$ cat src/include/ser_link_cfg.svh
`ifndef SER_LINK_CFG_SVH
`define SER_LINK_CFG_SVH

// parallel word width
`define SER_PW 64

// lane width in bits per beat
`define SER_SW 2

// beat counter width, one bit more than log2 of beats per word
`define SER_CW ($clog2(`SER_PW / `SER_SW) + 1)

`endif

$ cat src/verilog/ser_link_pkg.sv
`default_nettype none

package ser_link_pkg;

   //####################################################################
   // command opcodes
   //####################################################################
   typedef enum logic [1:0] {
      OP_SEND_MSB = 2'd0, // word goes out top beat first
      OP_SEND_LSB = 2'd1, // word goes out bottom beat first
      OP_RSVD2    = 2'd2, // reserved, rejected by decoder
      OP_RSVD3    = 2'd3  // reserved, rejected by decoder
   } op_e;

   // deserializer states
   typedef enum logic {
      RX_IDLE    = 1'b0, // waiting for first beat of a word
      RX_COLLECT = 1'b1  // beats of a word arriving
   } rx_state_e;

endpackage

`default_nettype wire

$ cat src/verilog/ser_ctrl_if.sv
`timescale 1ns/100ps
`default_nettype none

`include "ser_link_cfg.svh"

// command path from decoder into serializer and deserializer
interface ser_ctrl_if;

   logic                 load;     // single cycle, only while busy low
   logic [`SER_PW-1:0]   word;     // word to send
   logic [`SER_CW-1:0]   beats;    // beat count of the transfer
   logic                 lsbfirst; // order of beats on the lane
   logic                 busy;     // serializer still shifting

   // fields held steady from one load to the next
   modport decoder (
      output load,
      output word,
      output beats,
      output lsbfirst,
      input  busy
   );

   modport serializer (
      input  load,
      input  word,
      input  beats,
      input  lsbfirst,
      output busy
   );

   // deserializer side only needs size and order
   modport receiver (
      input  beats,
      input  lsbfirst
   );

endinterface

`default_nettype wire

$ cat src/verilog/ser_lane_if.sv
`timescale 1ns/100ps
`default_nettype none

`include "ser_link_cfg.svh"

//####################################################################
// one serial lane, serializer to deserializer
//####################################################################
interface ser_lane_if;

   logic [`SER_SW-1:0] data;     // one beat
   logic               valid;    // beat present this cycle
   logic               last;     // final beat of the word
   logic               lsbfirst; // order of the current word

   modport sender (
      output data,
      output valid,
      output last,
      output lsbfirst
   );

   modport receiver (
      input  data,
      input  valid,
      input  last,
      input  lsbfirst
   );

endinterface

`default_nettype wire

$ cat src/verilog/ser_cmd_decode.sv
`timescale 1ns/100ps
`default_nettype none

`include "ser_link_cfg.svh"

module ser_cmd_decode (
   input  logic                clk,
   input  logic                nreset,
   input  logic                cmd_valid,  // command strobe
   input  ser_link_pkg::op_e   cmd_op,
   input  logic [`SER_PW-1:0]  cmd_word,
   input  logic [7:0]          cmd_size,   // beats requested
   input  logic                link_wait,  // holds off new transfers
   output logic                cmd_busy,
   output logic                cmd_error,  // pulse per rejected command
   ser_ctrl_if.decoder         ctrl
);

   localparam int CW        = `SER_CW;
   localparam int MAX_BEATS = `SER_PW / `SER_SW;

   logic accept;  // command taken this edge
   logic op_ok;
   logic size_ok;
   logic cmd_ok;
   logic pending; // good command waiting for serializer

   //####################################################################
   // command checks
   //####################################################################
   assign accept  = cmd_valid & ~cmd_busy;
   assign op_ok   = (cmd_op == ser_link_pkg::OP_SEND_MSB) ||
                    (cmd_op == ser_link_pkg::OP_SEND_LSB);
   assign size_ok = (cmd_size != 8'd0) && (cmd_size <= 8'(MAX_BEATS));
   assign cmd_ok  = op_ok & size_ok;

   // busy while holding a command, shifting or held off
   assign cmd_busy = pending | ctrl.busy | link_wait;

   // start only into an idle serializer with no wait
   assign ctrl.load = pending & ~ctrl.busy & ~link_wait;

   always_ff @(posedge clk or negedge nreset) begin
      if (!nreset) begin
         pending   <= 1'b0;
         cmd_error <= 1'b0;
      end else begin
         cmd_error <= accept & ~cmd_ok; // one cycle after acceptance
         if (accept & cmd_ok) begin
            pending <= 1'b1;
         end else if (ctrl.load) begin
            pending <= 1'b0;            // handed to serializer
         end
      end
   end

   // command fields, stable until next good command
   always_ff @(posedge clk) begin
      if (accept & cmd_ok) begin
         ctrl.word     <= cmd_word;
         ctrl.beats    <= cmd_size[CW-1:0];
         ctrl.lsbfirst <= (cmd_op == ser_link_pkg::OP_SEND_LSB);
      end
   end

endmodule

`default_nettype wire

$ cat src/verilog/ser_link.sv
`timescale 1ns/100ps
`default_nettype none

`include "ser_link_cfg.svh"

module ser_link (
   input  logic                clk,
   input  logic                nreset,
   input  logic                cmd_valid,
   input  ser_link_pkg::op_e   cmd_op,
   input  logic [`SER_PW-1:0]  cmd_word,
   input  logic [7:0]          cmd_size,
   input  logic                link_wait,
   output logic                cmd_busy,
   output logic                cmd_error,
   output logic [`SER_SW-1:0]  lane_data,
   output logic                lane_valid,
   output logic                rx_valid,
   output logic [`SER_PW-1:0]  rx_word
);

   logic [`SER_PW-1:0] raw_word;
   logic               raw_done;
   logic [`SER_CW-1:0] raw_beats;
   logic               raw_lsbfirst;

   ser_ctrl_if ctrl_i ();
   ser_lane_if lane_i ();

   //####################################################################
   // transmit side
   //####################################################################
   ser_cmd_decode decode_i (
      .clk       (clk),
      .nreset    (nreset),
      .cmd_valid (cmd_valid),
      .cmd_op    (cmd_op),
      .cmd_word  (cmd_word),
      .cmd_size  (cmd_size),
      .link_wait (link_wait),
      .cmd_busy  (cmd_busy),
      .cmd_error (cmd_error),
      .ctrl      (ctrl_i.decoder)
   );

   ser_par2ser p2s_i (
      .clk    (clk),
      .nreset (nreset),
      .ctrl   (ctrl_i.serializer),
      .lane   (lane_i.sender)
   );

   // lane brought out for observation
   assign lane_data  = lane_i.data;
   assign lane_valid = lane_i.valid;

   // receive side
   ser_ser2par s2p_i (
      .clk          (clk),
      .nreset       (nreset),
      .lane         (lane_i.receiver),
      .ctrl         (ctrl_i.receiver),
      .raw_word     (raw_word),
      .raw_done     (raw_done),
      .raw_beats    (raw_beats),
      .raw_lsbfirst (raw_lsbfirst)
   );

   ser_rx_result result_i (
      .clk      (clk),
      .nreset   (nreset),
      .raw_word (raw_word),
      .raw_done (raw_done),
      .beats    (raw_beats),
      .lsbfirst (raw_lsbfirst),
      .rx_valid (rx_valid),
      .rx_word  (rx_word)
   );

endmodule

`default_nettype wire

$ cat src/verilog/ser_par2ser.sv
`timescale 1ns/100ps
`default_nettype none

`include "ser_link_cfg.svh"

module ser_par2ser (
   input  logic           clk,
   input  logic           nreset,
   ser_ctrl_if.serializer ctrl,
   ser_lane_if.sender     lane
);

   localparam int   PW   = `SER_PW;
   localparam int   SW   = `SER_SW;
   localparam int   CW   = `SER_CW;
   localparam logic FILL = 1'b0; // bit shifted in behind the data

   logic [PW-1:0] shreg;
   logic [CW-1:0] count;  // beats still to send
   logic          order;  // lsb first for current word
   logic          active;

   //####################################################################
   // beat counter
   //####################################################################
   always_ff @(posedge clk or negedge nreset) begin
      if (!nreset) begin
         count <= '0;
         order <= 1'b0;
      end else if (ctrl.load) begin
         count <= ctrl.beats;      // new transfer
         order <= ctrl.lsbfirst;
      end else if (active) begin
         count <= count - 1'b1;    // one beat per cycle
      end
   end

   assign active    = |count;
   assign ctrl.busy = active;

   // shift register, zeros fill in behind
   always_ff @(posedge clk) begin
      if (ctrl.load) begin
         shreg <= ctrl.word;
      end else if (active & order) begin
         shreg <= {{SW{FILL}}, shreg[PW-1:SW]};
      end else if (active) begin
         shreg <= {shreg[PW-SW-1:0], {SW{FILL}}};
      end
   end

   // lane outputs
   assign lane.valid    = active;
   assign lane.last     = (count == CW'(1)); // final beat
   assign lane.lsbfirst = order;
   assign lane.data     = order ? shreg[SW-1:0] : shreg[PW-1 -: SW];

endmodule

`default_nettype wire

$ cat src/verilog/ser_rx_result.sv
`timescale 1ns/100ps
`default_nettype none

`include "ser_link_cfg.svh"

module ser_rx_result (
   input  logic                clk,
   input  logic                nreset,
   input  logic [`SER_PW-1:0]  raw_word,
   input  logic                raw_done,
   input  logic [`SER_CW-1:0]  beats,
   input  logic                lsbfirst,
   output logic                rx_valid,  // one cycle per word
   output logic [`SER_PW-1:0]  rx_word
);

   localparam int PW = `SER_PW;
   localparam int SW = `SER_SW;
   localparam int NW = $clog2(PW) + 1; // holds bit counts up to PW

   logic [NW-1:0] nbits;   // valid data bits
   logic [NW-1:0] shamt;   // empty bits below lsb first data
   logic [PW-1:0] aligned;
   logic [PW-1:0] mask;

   //####################################################################
   // align and zero extend
   //####################################################################
   assign nbits   = NW'(beats) * NW'(SW);
   assign shamt   = NW'(PW) - nbits;
   assign aligned = lsbfirst ? (raw_word >> shamt) : raw_word; // msb first already low
   assign mask    = ~({PW{1'b1}} << nbits); // all ones for a full word

   always_ff @(posedge clk or negedge nreset) begin
      if (!nreset) begin
         rx_valid <= 1'b0;
      end else begin
         rx_valid <= raw_done;
      end
   end

   always_ff @(posedge clk) begin
      if (raw_done) begin
         rx_word <= aligned & mask;
      end
   end

endmodule

`default_nettype wire

$ cat src/verilog/ser_ser2par.sv
`timescale 1ns/100ps
`default_nettype none

`include "ser_link_cfg.svh"

module ser_ser2par (
   input  logic                clk,
   input  logic                nreset,
   ser_lane_if.receiver        lane,
   ser_ctrl_if.receiver        ctrl,
   output logic [`SER_PW-1:0]  raw_word,     // beats as collected
   output logic                raw_done,     // word complete
   output logic [`SER_CW-1:0]  raw_beats,    // beats in raw_word
   output logic                raw_lsbfirst  // collection order
);

   localparam int PW = `SER_PW;
   localparam int SW = `SER_SW;

   ser_link_pkg::rx_state_e state;
   ser_link_pkg::rx_state_e state_nxt;

   logic          end_beat; // last beat present on lane
   logic [PW-1:0] base;     // word the next beat shifts into

   assign end_beat = lane.valid & lane.last;

   //####################################################################
   // state machine
   //####################################################################
   always_comb begin
      state_nxt = state;
      case (state)
         ser_link_pkg::RX_IDLE: begin
            if (lane.valid & ~lane.last) begin
               state_nxt = ser_link_pkg::RX_COLLECT; // more beats follow
            end
         end
         ser_link_pkg::RX_COLLECT: begin
            if (end_beat) begin
               state_nxt = ser_link_pkg::RX_IDLE;
            end
         end
         default: state_nxt = ser_link_pkg::RX_IDLE;
      endcase
   end

   always_ff @(posedge clk or negedge nreset) begin
      if (!nreset) begin
         state    <= ser_link_pkg::RX_IDLE;
         raw_done <= 1'b0;
      end else begin
         state    <= state_nxt;
         raw_done <= end_beat; // word holds last beat from here
      end
   end

   // first beat starts from a clean word
   assign base = (state == ser_link_pkg::RX_IDLE) ? '0 : raw_word;

   always_ff @(posedge clk) begin
      if (lane.valid) begin
         if (lane.lsbfirst) begin
            raw_word <= {lane.data, base[PW-1:SW]};    // enters at top
         end else begin
            raw_word <= {base[PW-SW-1:0], lane.data};  // enters at bottom
         end
      end
      // size and order go along with the done pulse
      if (end_beat) begin
         raw_beats    <= ctrl.beats;
         raw_lsbfirst <= ctrl.lsbfirst;
      end
   end

endmodule

`default_nettype wire
$ cat config.mk
export PLATFORM = sky130hd
export DESIGN_NAME = ser_link
export DESIGN_NICKNAME = d
export VERILOG_FILES = /design/src/verilog/ser_link_pkg.sv /design/src/verilog/ser_ctrl_if.sv /design/src/verilog/ser_lane_if.sv /design/src/verilog/ser_cmd_decode.sv /design/src/verilog/ser_link.sv /design/src/verilog/ser_par2ser.sv /design/src/verilog/ser_rx_result.sv /design/src/verilog/ser_ser2par.sv
export VERILOG_INCLUDE_DIRS = /design/src /design/src/include
export SDC_FILE = /design/constraint.sdc
export NUM_CORES = 1
export LEC_CHECK = 0
export BUFFER_PORTS_ARGS = -buffer_cell sky130_fd_sc_hd__buf_2
export CAP_MARGIN = 10
export CELL_PAD_IN_SITES_DETAIL_PLACEMENT = 0
export CELL_PAD_IN_SITES_GLOBAL_PLACEMENT = 1
export CORE_AREA = 2 2 201 203
export DETAILED_ROUTE_END_ITERATION = 8
export DIE_AREA = 0 0 203 205
export PLACE_DENSITY = 0.67
export SLEW_MARGIN = 15
export SYNTH_ARGS = -nofsm -noshare
export SYNTH_HDL_FRONTEND = slang
export SYNTH_SLANG_ARGS = --single-unit
export TNS_END_PERCENT = 20
$ cat constraint.sdc
create_clock -name clk -period 7.47 [get_ports clk]
set_clock_uncertainty 0.15 [all_clocks]
set_input_delay 1.1205 -clock clk [delete_from_list [all_inputs] [get_ports clk]]
set_output_delay 1.1205 -clock clk [all_outputs]
set_load 0.03 [all_outputs]
# [Word level (Yosys, flattened, before mapping)]
# Index checks and enable logic that the tools add are counted.
[totals] input_bits=78 word_cells=63 output_inout_bits=70 regBits=282
[op_classes] eq_ne=2 bitwise_logic=19 reduce_logical=8 magnitude_cmp=1 n_mux=14 add_sub_neg=2 shift=2
[ops] cell="$mux W64" n=6
[ops] cell="$and A64 B64 Y64" n=1
[ops] cell="$not A64 Y64" n=1
[ops] cell="$shl A64 B7 Y64 const A" n=1
[ops] cell="$shr A64 B7 Y64" n=1
[ops] cell="$mux W6" n=2
[ops] cell="$and A1 B1 Y1" n=9
[ops] cell="$le A8 B6 Y1 const B" n=1
[ops] cell="$reduce_bool A8 Y1" n=1
[ops] cell="$sub A7 B7 Y7 const A" n=1
[ops] cell="$eq A6 B1 Y1 const B" n=1
[ops] cell="$not A1 Y1" n=6
[ops] cell="$reduce_or A6 Y1" n=1
[ops] cell="$sub A6 B1 Y6 const B" n=1
[ops] cell="$mux W1" n=4
[ops] cell="$reduce_bool A2 Y1" n=2
[ops] cell="$reduce_bool A3 Y1" n=1
[ops] cell="$eq A2 B1 Y1 const B" n=1
[ops] cell="$logic_not A2 Y1" n=1
[ops] cell="$mux W2" n=1
[ops] cell="$or A1 B1 Y1" n=2
[ops] cell="$pmux W1 S2" n=1
[ops] cell="$logic_and A1 B1 Y1" n=1
[ops] cell="$logic_or A1 B1 Y1" n=1

# [Logic depth before layout (Yosys ltp)]
[depth] depth_word=7 mapped_depth=15 depth_no_buf=8

# [Cells and area by module]
# Synthesis repeated with hierarchy kept, for this count alone.
[hier_totals] hier_cells=1529 hier_area_um2=17055.1
[modules_own_cells] module="ser_rx_result" cells_each=618 area_per_inst_um2=6426.2 instances=1 seq_area_each_um2=1946.9
[modules_own_cells] module="ser_par2ser" cells_each=602 area_per_inst_um2=4968.5 instances=1 seq_area_each_um2=2097.0
[modules_own_cells] module="ser_ser2par" cells_each=220 area_per_inst_um2=3353.2 instances=1 seq_area_each_um2=2182.1
[modules_own_cells] module="ser_cmd_decode" cells_each=89 area_per_inst_um2=2307.2 instances=1 seq_area_each_um2=2182.1

# [Worst setup path before layout]
# No wires, ideal clock.
[synth_timing] path_type="register to register" start="reg p2s_i.count[3]" end="reg decode_i.ctrl.beats[0] (enable)" path_slack_ns=3.103 arrival_ns=3.779 stages_incl_launch_ff=7 synth_period_minus_slack_ns=4.367 setup_ns=0.438 n_path_buf=1 t_required_ns=6.882 cell_sequence="dfrtp_1 -> nor4_1 -> and2_1 -> clkbuf_1 -> inv_2 -> nor3_1 -> and3_1"
[synth_via] elab_chain_len=6
[synth_lines] item="from (decl)" line="ser_par2ser.sv:19" rtl="logic [CW-1:0] count;"
[synth_lines] item="from (signal assigned)" line="ser_par2ser.sv:31" rtl="count <= ctrl.beats;"
[synth_lines] item="from (signal assigned)" line="ser_par2ser.sv:34" rtl="count <= count - 1'b1;"
[synth_lines] item="$reduce_or A6 Y1" line="ser_par2ser.sv:38" rtl="assign active = |count;"
[synth_lines] item="via lane_valid" line="ser_link.sv:17" rtl="output logic lane_valid,"
[synth_lines] item="$or A1 B1 Y1 (2 in series)" line="ser_cmd_decode.sv:38" rtl="assign cmd_busy = pending | ctrl.busy | link_wait;"
[synth_lines] item="$not A1 Y1" line="ser_cmd_decode.sv:31" rtl="assign accept = cmd_valid & ~cmd_busy;"
[synth_lines] item="$and A1 B1 Y1" line="ser_cmd_decode.sv:31"
[synth_lines] item="$and A1 B1 Y1" line="ser_cmd_decode.sv:59" rtl="if (accept & cmd_ok) begin"
[synth_lines] item="to (signal assigned)" line="ser_cmd_decode.sv:61" rtl="ctrl.beats <= cmd_size[CW-1:0];"
[synth_lines] item="to (decl)" line="ser_ctrl_if.sv:19" rtl="output beats,"
# The timed path passes the listed nets, and every way through them passes these cells.
# A chain may end at the register's enable or synchronous reset.

# [Worst setup path after layout]
[layout_timing] start="reg s2p_i.raw_beats[2]" end="reg result_i.rx_word[45] (data pin)"
[layout_via] elab_chain_len=4 word_cells_on_any_way=6 cone_classes="1 x add/sub; 2 x shift; 1 x mux; 2 x bitwise"
[layout_lines] item="from (decl)" line="ser_ser2par.sv:13" rtl="output logic [`SER_CW-1:0] raw_beats,"
[layout_lines] item="from (signal assigned)" line="ser_ser2par.sv:71" rtl="raw_beats <= ctrl.beats;"
[layout_lines] item="$sub A7 B7 Y7" line="ser_rx_result.sv:30" rtl="assign shamt = NW'(PW) - nbits;"
[layout_lines] item="$shr A64 B7 Y64" line="ser_rx_result.sv:31" rtl="assign aligned = lsbfirst ? (raw_word >> shamt) : raw_word;"
[layout_lines] item="$mux W64" line="ser_rx_result.sv:31"
[layout_lines] item="$and A64 B64 Y64 (*)" line="ser_rx_result.sv:44" rtl="rx_word <= aligned & mask;"
[layout_lines] item="to (signal assigned)" line="ser_rx_result.sv:44"
[layout_lines] item="to (decl)" line="ser_rx_result.sv:14" rtl="output logic [`SER_PW-1:0] rx_word"
# Every way passes the cells marked *; elsewhere a longest branch is shown, timed or not.

==> flow_summary.ini <==
[clock_network]
htree_levels = 1
cts_buffers = 30
cts_hold_buf = 0
cts_setup_buffers = 0
clock_latency_ns = 0.60
cts_tree = done
clock-sinks = 282
cts.repair.resized = 0
clk_path_buf_depth = 3
clk_pin_slew_ns = 0.06
cts_root_buf = clkbuf_16

[placed_design]
port_buffers = 147
hpwl_mm = 30.9
gp_congestion = 0.939

[floorplan]
ios = 148
die_x_um = 203
coreArea_um2 = 39400
start_util = 0.394
die-area_um2 = 41600
die_y_um = 205
rows = 73

[drt]
dr.pass1.iters = 5
top_layer_used = met4
drt_iter0_markers = 1047
avgRoutedWirePerCell_um = 23.5
wl_met1_mm = 19.9
wl_met2_mm = 19.4
drcViolationCount = 0
via_per_inst = 5.78
wl_met3_mm = 3.46
final_antenna_net_count = 0
wirelength_mm = 44.8
via_count = 11000

[final_layout]
multi_input_area_um2 = 6680
nets = 1439
drive_gt1_frac = 0.226
seq_area_um2 = 8410
area.growth.synth_to_final_pct = 13.4
antennaDiodeCount = 0
nFillCells = 3639

[global_route]
first_global_vias = 10600
grt_pass1_wl_mm = 67.4
track_usage = 0.213
antenna_found_initial = 0
overflow = 0
grt_max_degree = 120

[yosys]
netlist_area_um2 = 15500
syn_area_per_cell_um2 = 12.3
yosys_warnings = 0
syn_nets = 1343
synth_seq_cells = 282
seq_area_frac_synth = 0.541
synth_edf_count = 270
ys.flop_type = edfxtp_1
synth_most_common_cell = edfxtp_1
synth_cell_types = 58
async_reset_ff_frac = 0.0426
yosys-top-cells-count = edfxtp_1 (270), nand2_1 (174), mux2i_1 (166), o21ai_0 (73), nor2b_1 (71)
yosysTopAreaCell = edfxtp_1
postSynthCellCount = 1259
yosysTopAreaCellShare = 0.522
synth_area_leaders = edfxtp_1 (52%), mux2i_1 (11%), mux4_2 (8.7%)

[timing]
fmax_mhz = 239
finalSetupTns_ns = 0
hold_viol = 0
period_minus_slack_ns = 4.18
finalCritPeriodShare = 0.560
hold_ws_ns = 0.261
max_slew_margin = 0.218
timing_worst_slew_pin_value_ns = 1.16
setup-violations-final = 0
rsz0062_at_grt = no
slew_viol_final = 0

[setup_path]
path_cells = inv_1 > ha_2 > buf_4 > mux4_2 > mux2_2 > mux2_2 > a22oi_1 > nor2_1
cp_max_fo = 40
slowest_delay_ns = 0.96
slowest_stage = ha_2
cp-start-kind = flop
critPathArrivalTime_ns = 4.37
cp_top_family = multiplexers
crit_buf_inv = 2
cp-end-kind = flop
crit_top_cell = mux2_2
crit_type = reg -> reg
worstPathRequired_ns = 7.66

[status]
status = finished clean

[hold_path]
hold_class = in -> async

[power_and_ir_drop]
cellLeakagePower_nw = 6.55
pwr_density_cell_nw_per_um2 = 390
peakVddDrop_mv = 0.201

[job]
drv_cap = 0
==> report_power, final <==
part           leakage [nW]  internal (mW)  total (mW)  switching [mW]
Sequential             2.86           2.38        3.04           0.660
Combinational          3.23           1.04        2.39            1.35
Clock                 0.458          0.801        1.44           0.636
Total                  6.55           4.22        6.87            2.65
==> kinds of logic (layout without fill, tap and decap cells) <==
kind of cell,count (synthesis),count (layout),synth area share
simple gates,376,376,0.114
flops,282,282,0.541
mux,246,246,0.209
compound gates,232,232,0.0957
buf+inv,113,233,0.0322
fa+ha+maj,6,6,0.00483
xor+xnor,4,4,0.00274
==> registers in the layout, indices dropped and copies added (netlist names), 6 cells and up, named ones only <==
register / flops
decode_i.ctrl.word: 64
p2s_i.shreg: 64
result_i.rx_word: 64
s2p_i.raw_word: 64
decode_i.ctrl.beats: 6
p2s_i.count: 6
s2p_i.raw_beats: 6
==> stage by stage <==
step / std cells / worst slack (ns) / instance area, um2 / power, mW / utilization
6_report: 1904 / 3.29 / 17600 / 6.87 / 0.447
5_1_grt: 1904 / 3.17 / 17600 / 7.22 / 0.447
4_1_cts: 1904 / 3.34 / 17600 / 6.87 / 0.447
3_5_place_dp: 1848 / 3.35 / 16700 / 5.42 / 0.423
3_3_place_gp: 1848 / 3.39 / 16700 / 5.40 / 0.423
2_1_floorplan: 1259 / 3.10 / 15500 / 4.51 / -
==> layer usage <==
layer | vias up | global-route usage
li1 | 5012 | -
met1 | 5367 | 0.311
met2 | 519 | 0.314
met3 | 99 | 0.0380
met4 | 0 | 0.0842
met5 | - | 0
==> final cells by class <==
cell class,count,area share
Clock inverter,13,0.00703
Clock buffer,43,0.0465
Tap cell,525,0.0373
Sequential cell,282,0.478
Timing Repair Buffer,165,0.0494
Multi-Input combinational cell,864,0.379
Inverter,12,0.00256
==> worst register-to-register path, cell delays in order, from the launching register on <==
cell and delay [ns]:
edfxtp_1 0.76, inv_1 0.17, ha_2 0.96, buf_4 0.48
mux4_2 0.41, mux2_2 0.29, mux2_2 0.31, a22oi_1 0.31
nor2_1 0.08
==> path summary, 6_finish.rpt <==
check,from,end,slack [ns],cells past startpoint
worst max register to register,s2p_i.raw_beats[2],result_i.rx_word[45],3.29,8
min in group clk,decode_i.ctrl.lsbfirst,s2p_i.raw_lsbfirst,0.31,0
max in group asynchronous,nreset,p2s_i.lane.lsbfirst,6.66,1
worst max-delay path,s2p_i.raw_beats[2],result_i.rx_word[45],3.29,8
worst min-delay path,nreset,p2s_i.lane.lsbfirst,0.26,1
worst min register to register,decode_i.ctrl.lsbfirst,s2p_i.raw_lsbfirst,0.31,0
==> cells in the final DEF (no fill, tap or decap), drive strengths merged, types with 11 or more instances in the layout <==
cell type | netlist | layout
mux2i | 166 | 166
o21ai | 73 | 73
inv | 11 | 11
nor2b | 71 | 71
clkinv | 1 | 11
nand2 | 174 | 174
o22ai | 12 | 12
a32oi | 28 | 28
o211ai | 12 | 12
dfrtp | 12 | 12
nor2 | 55 | 55
a22oi | 20 | 20
clkbuf | 45 | 43
nand3 | 24 | 24
a21oi | 52 | 52
buf | 56 | 165
edfxtp | 270 | 270
mux2 | 20 | 20
mux4 | 60 | 60
(Power assumes the default switching activity.)
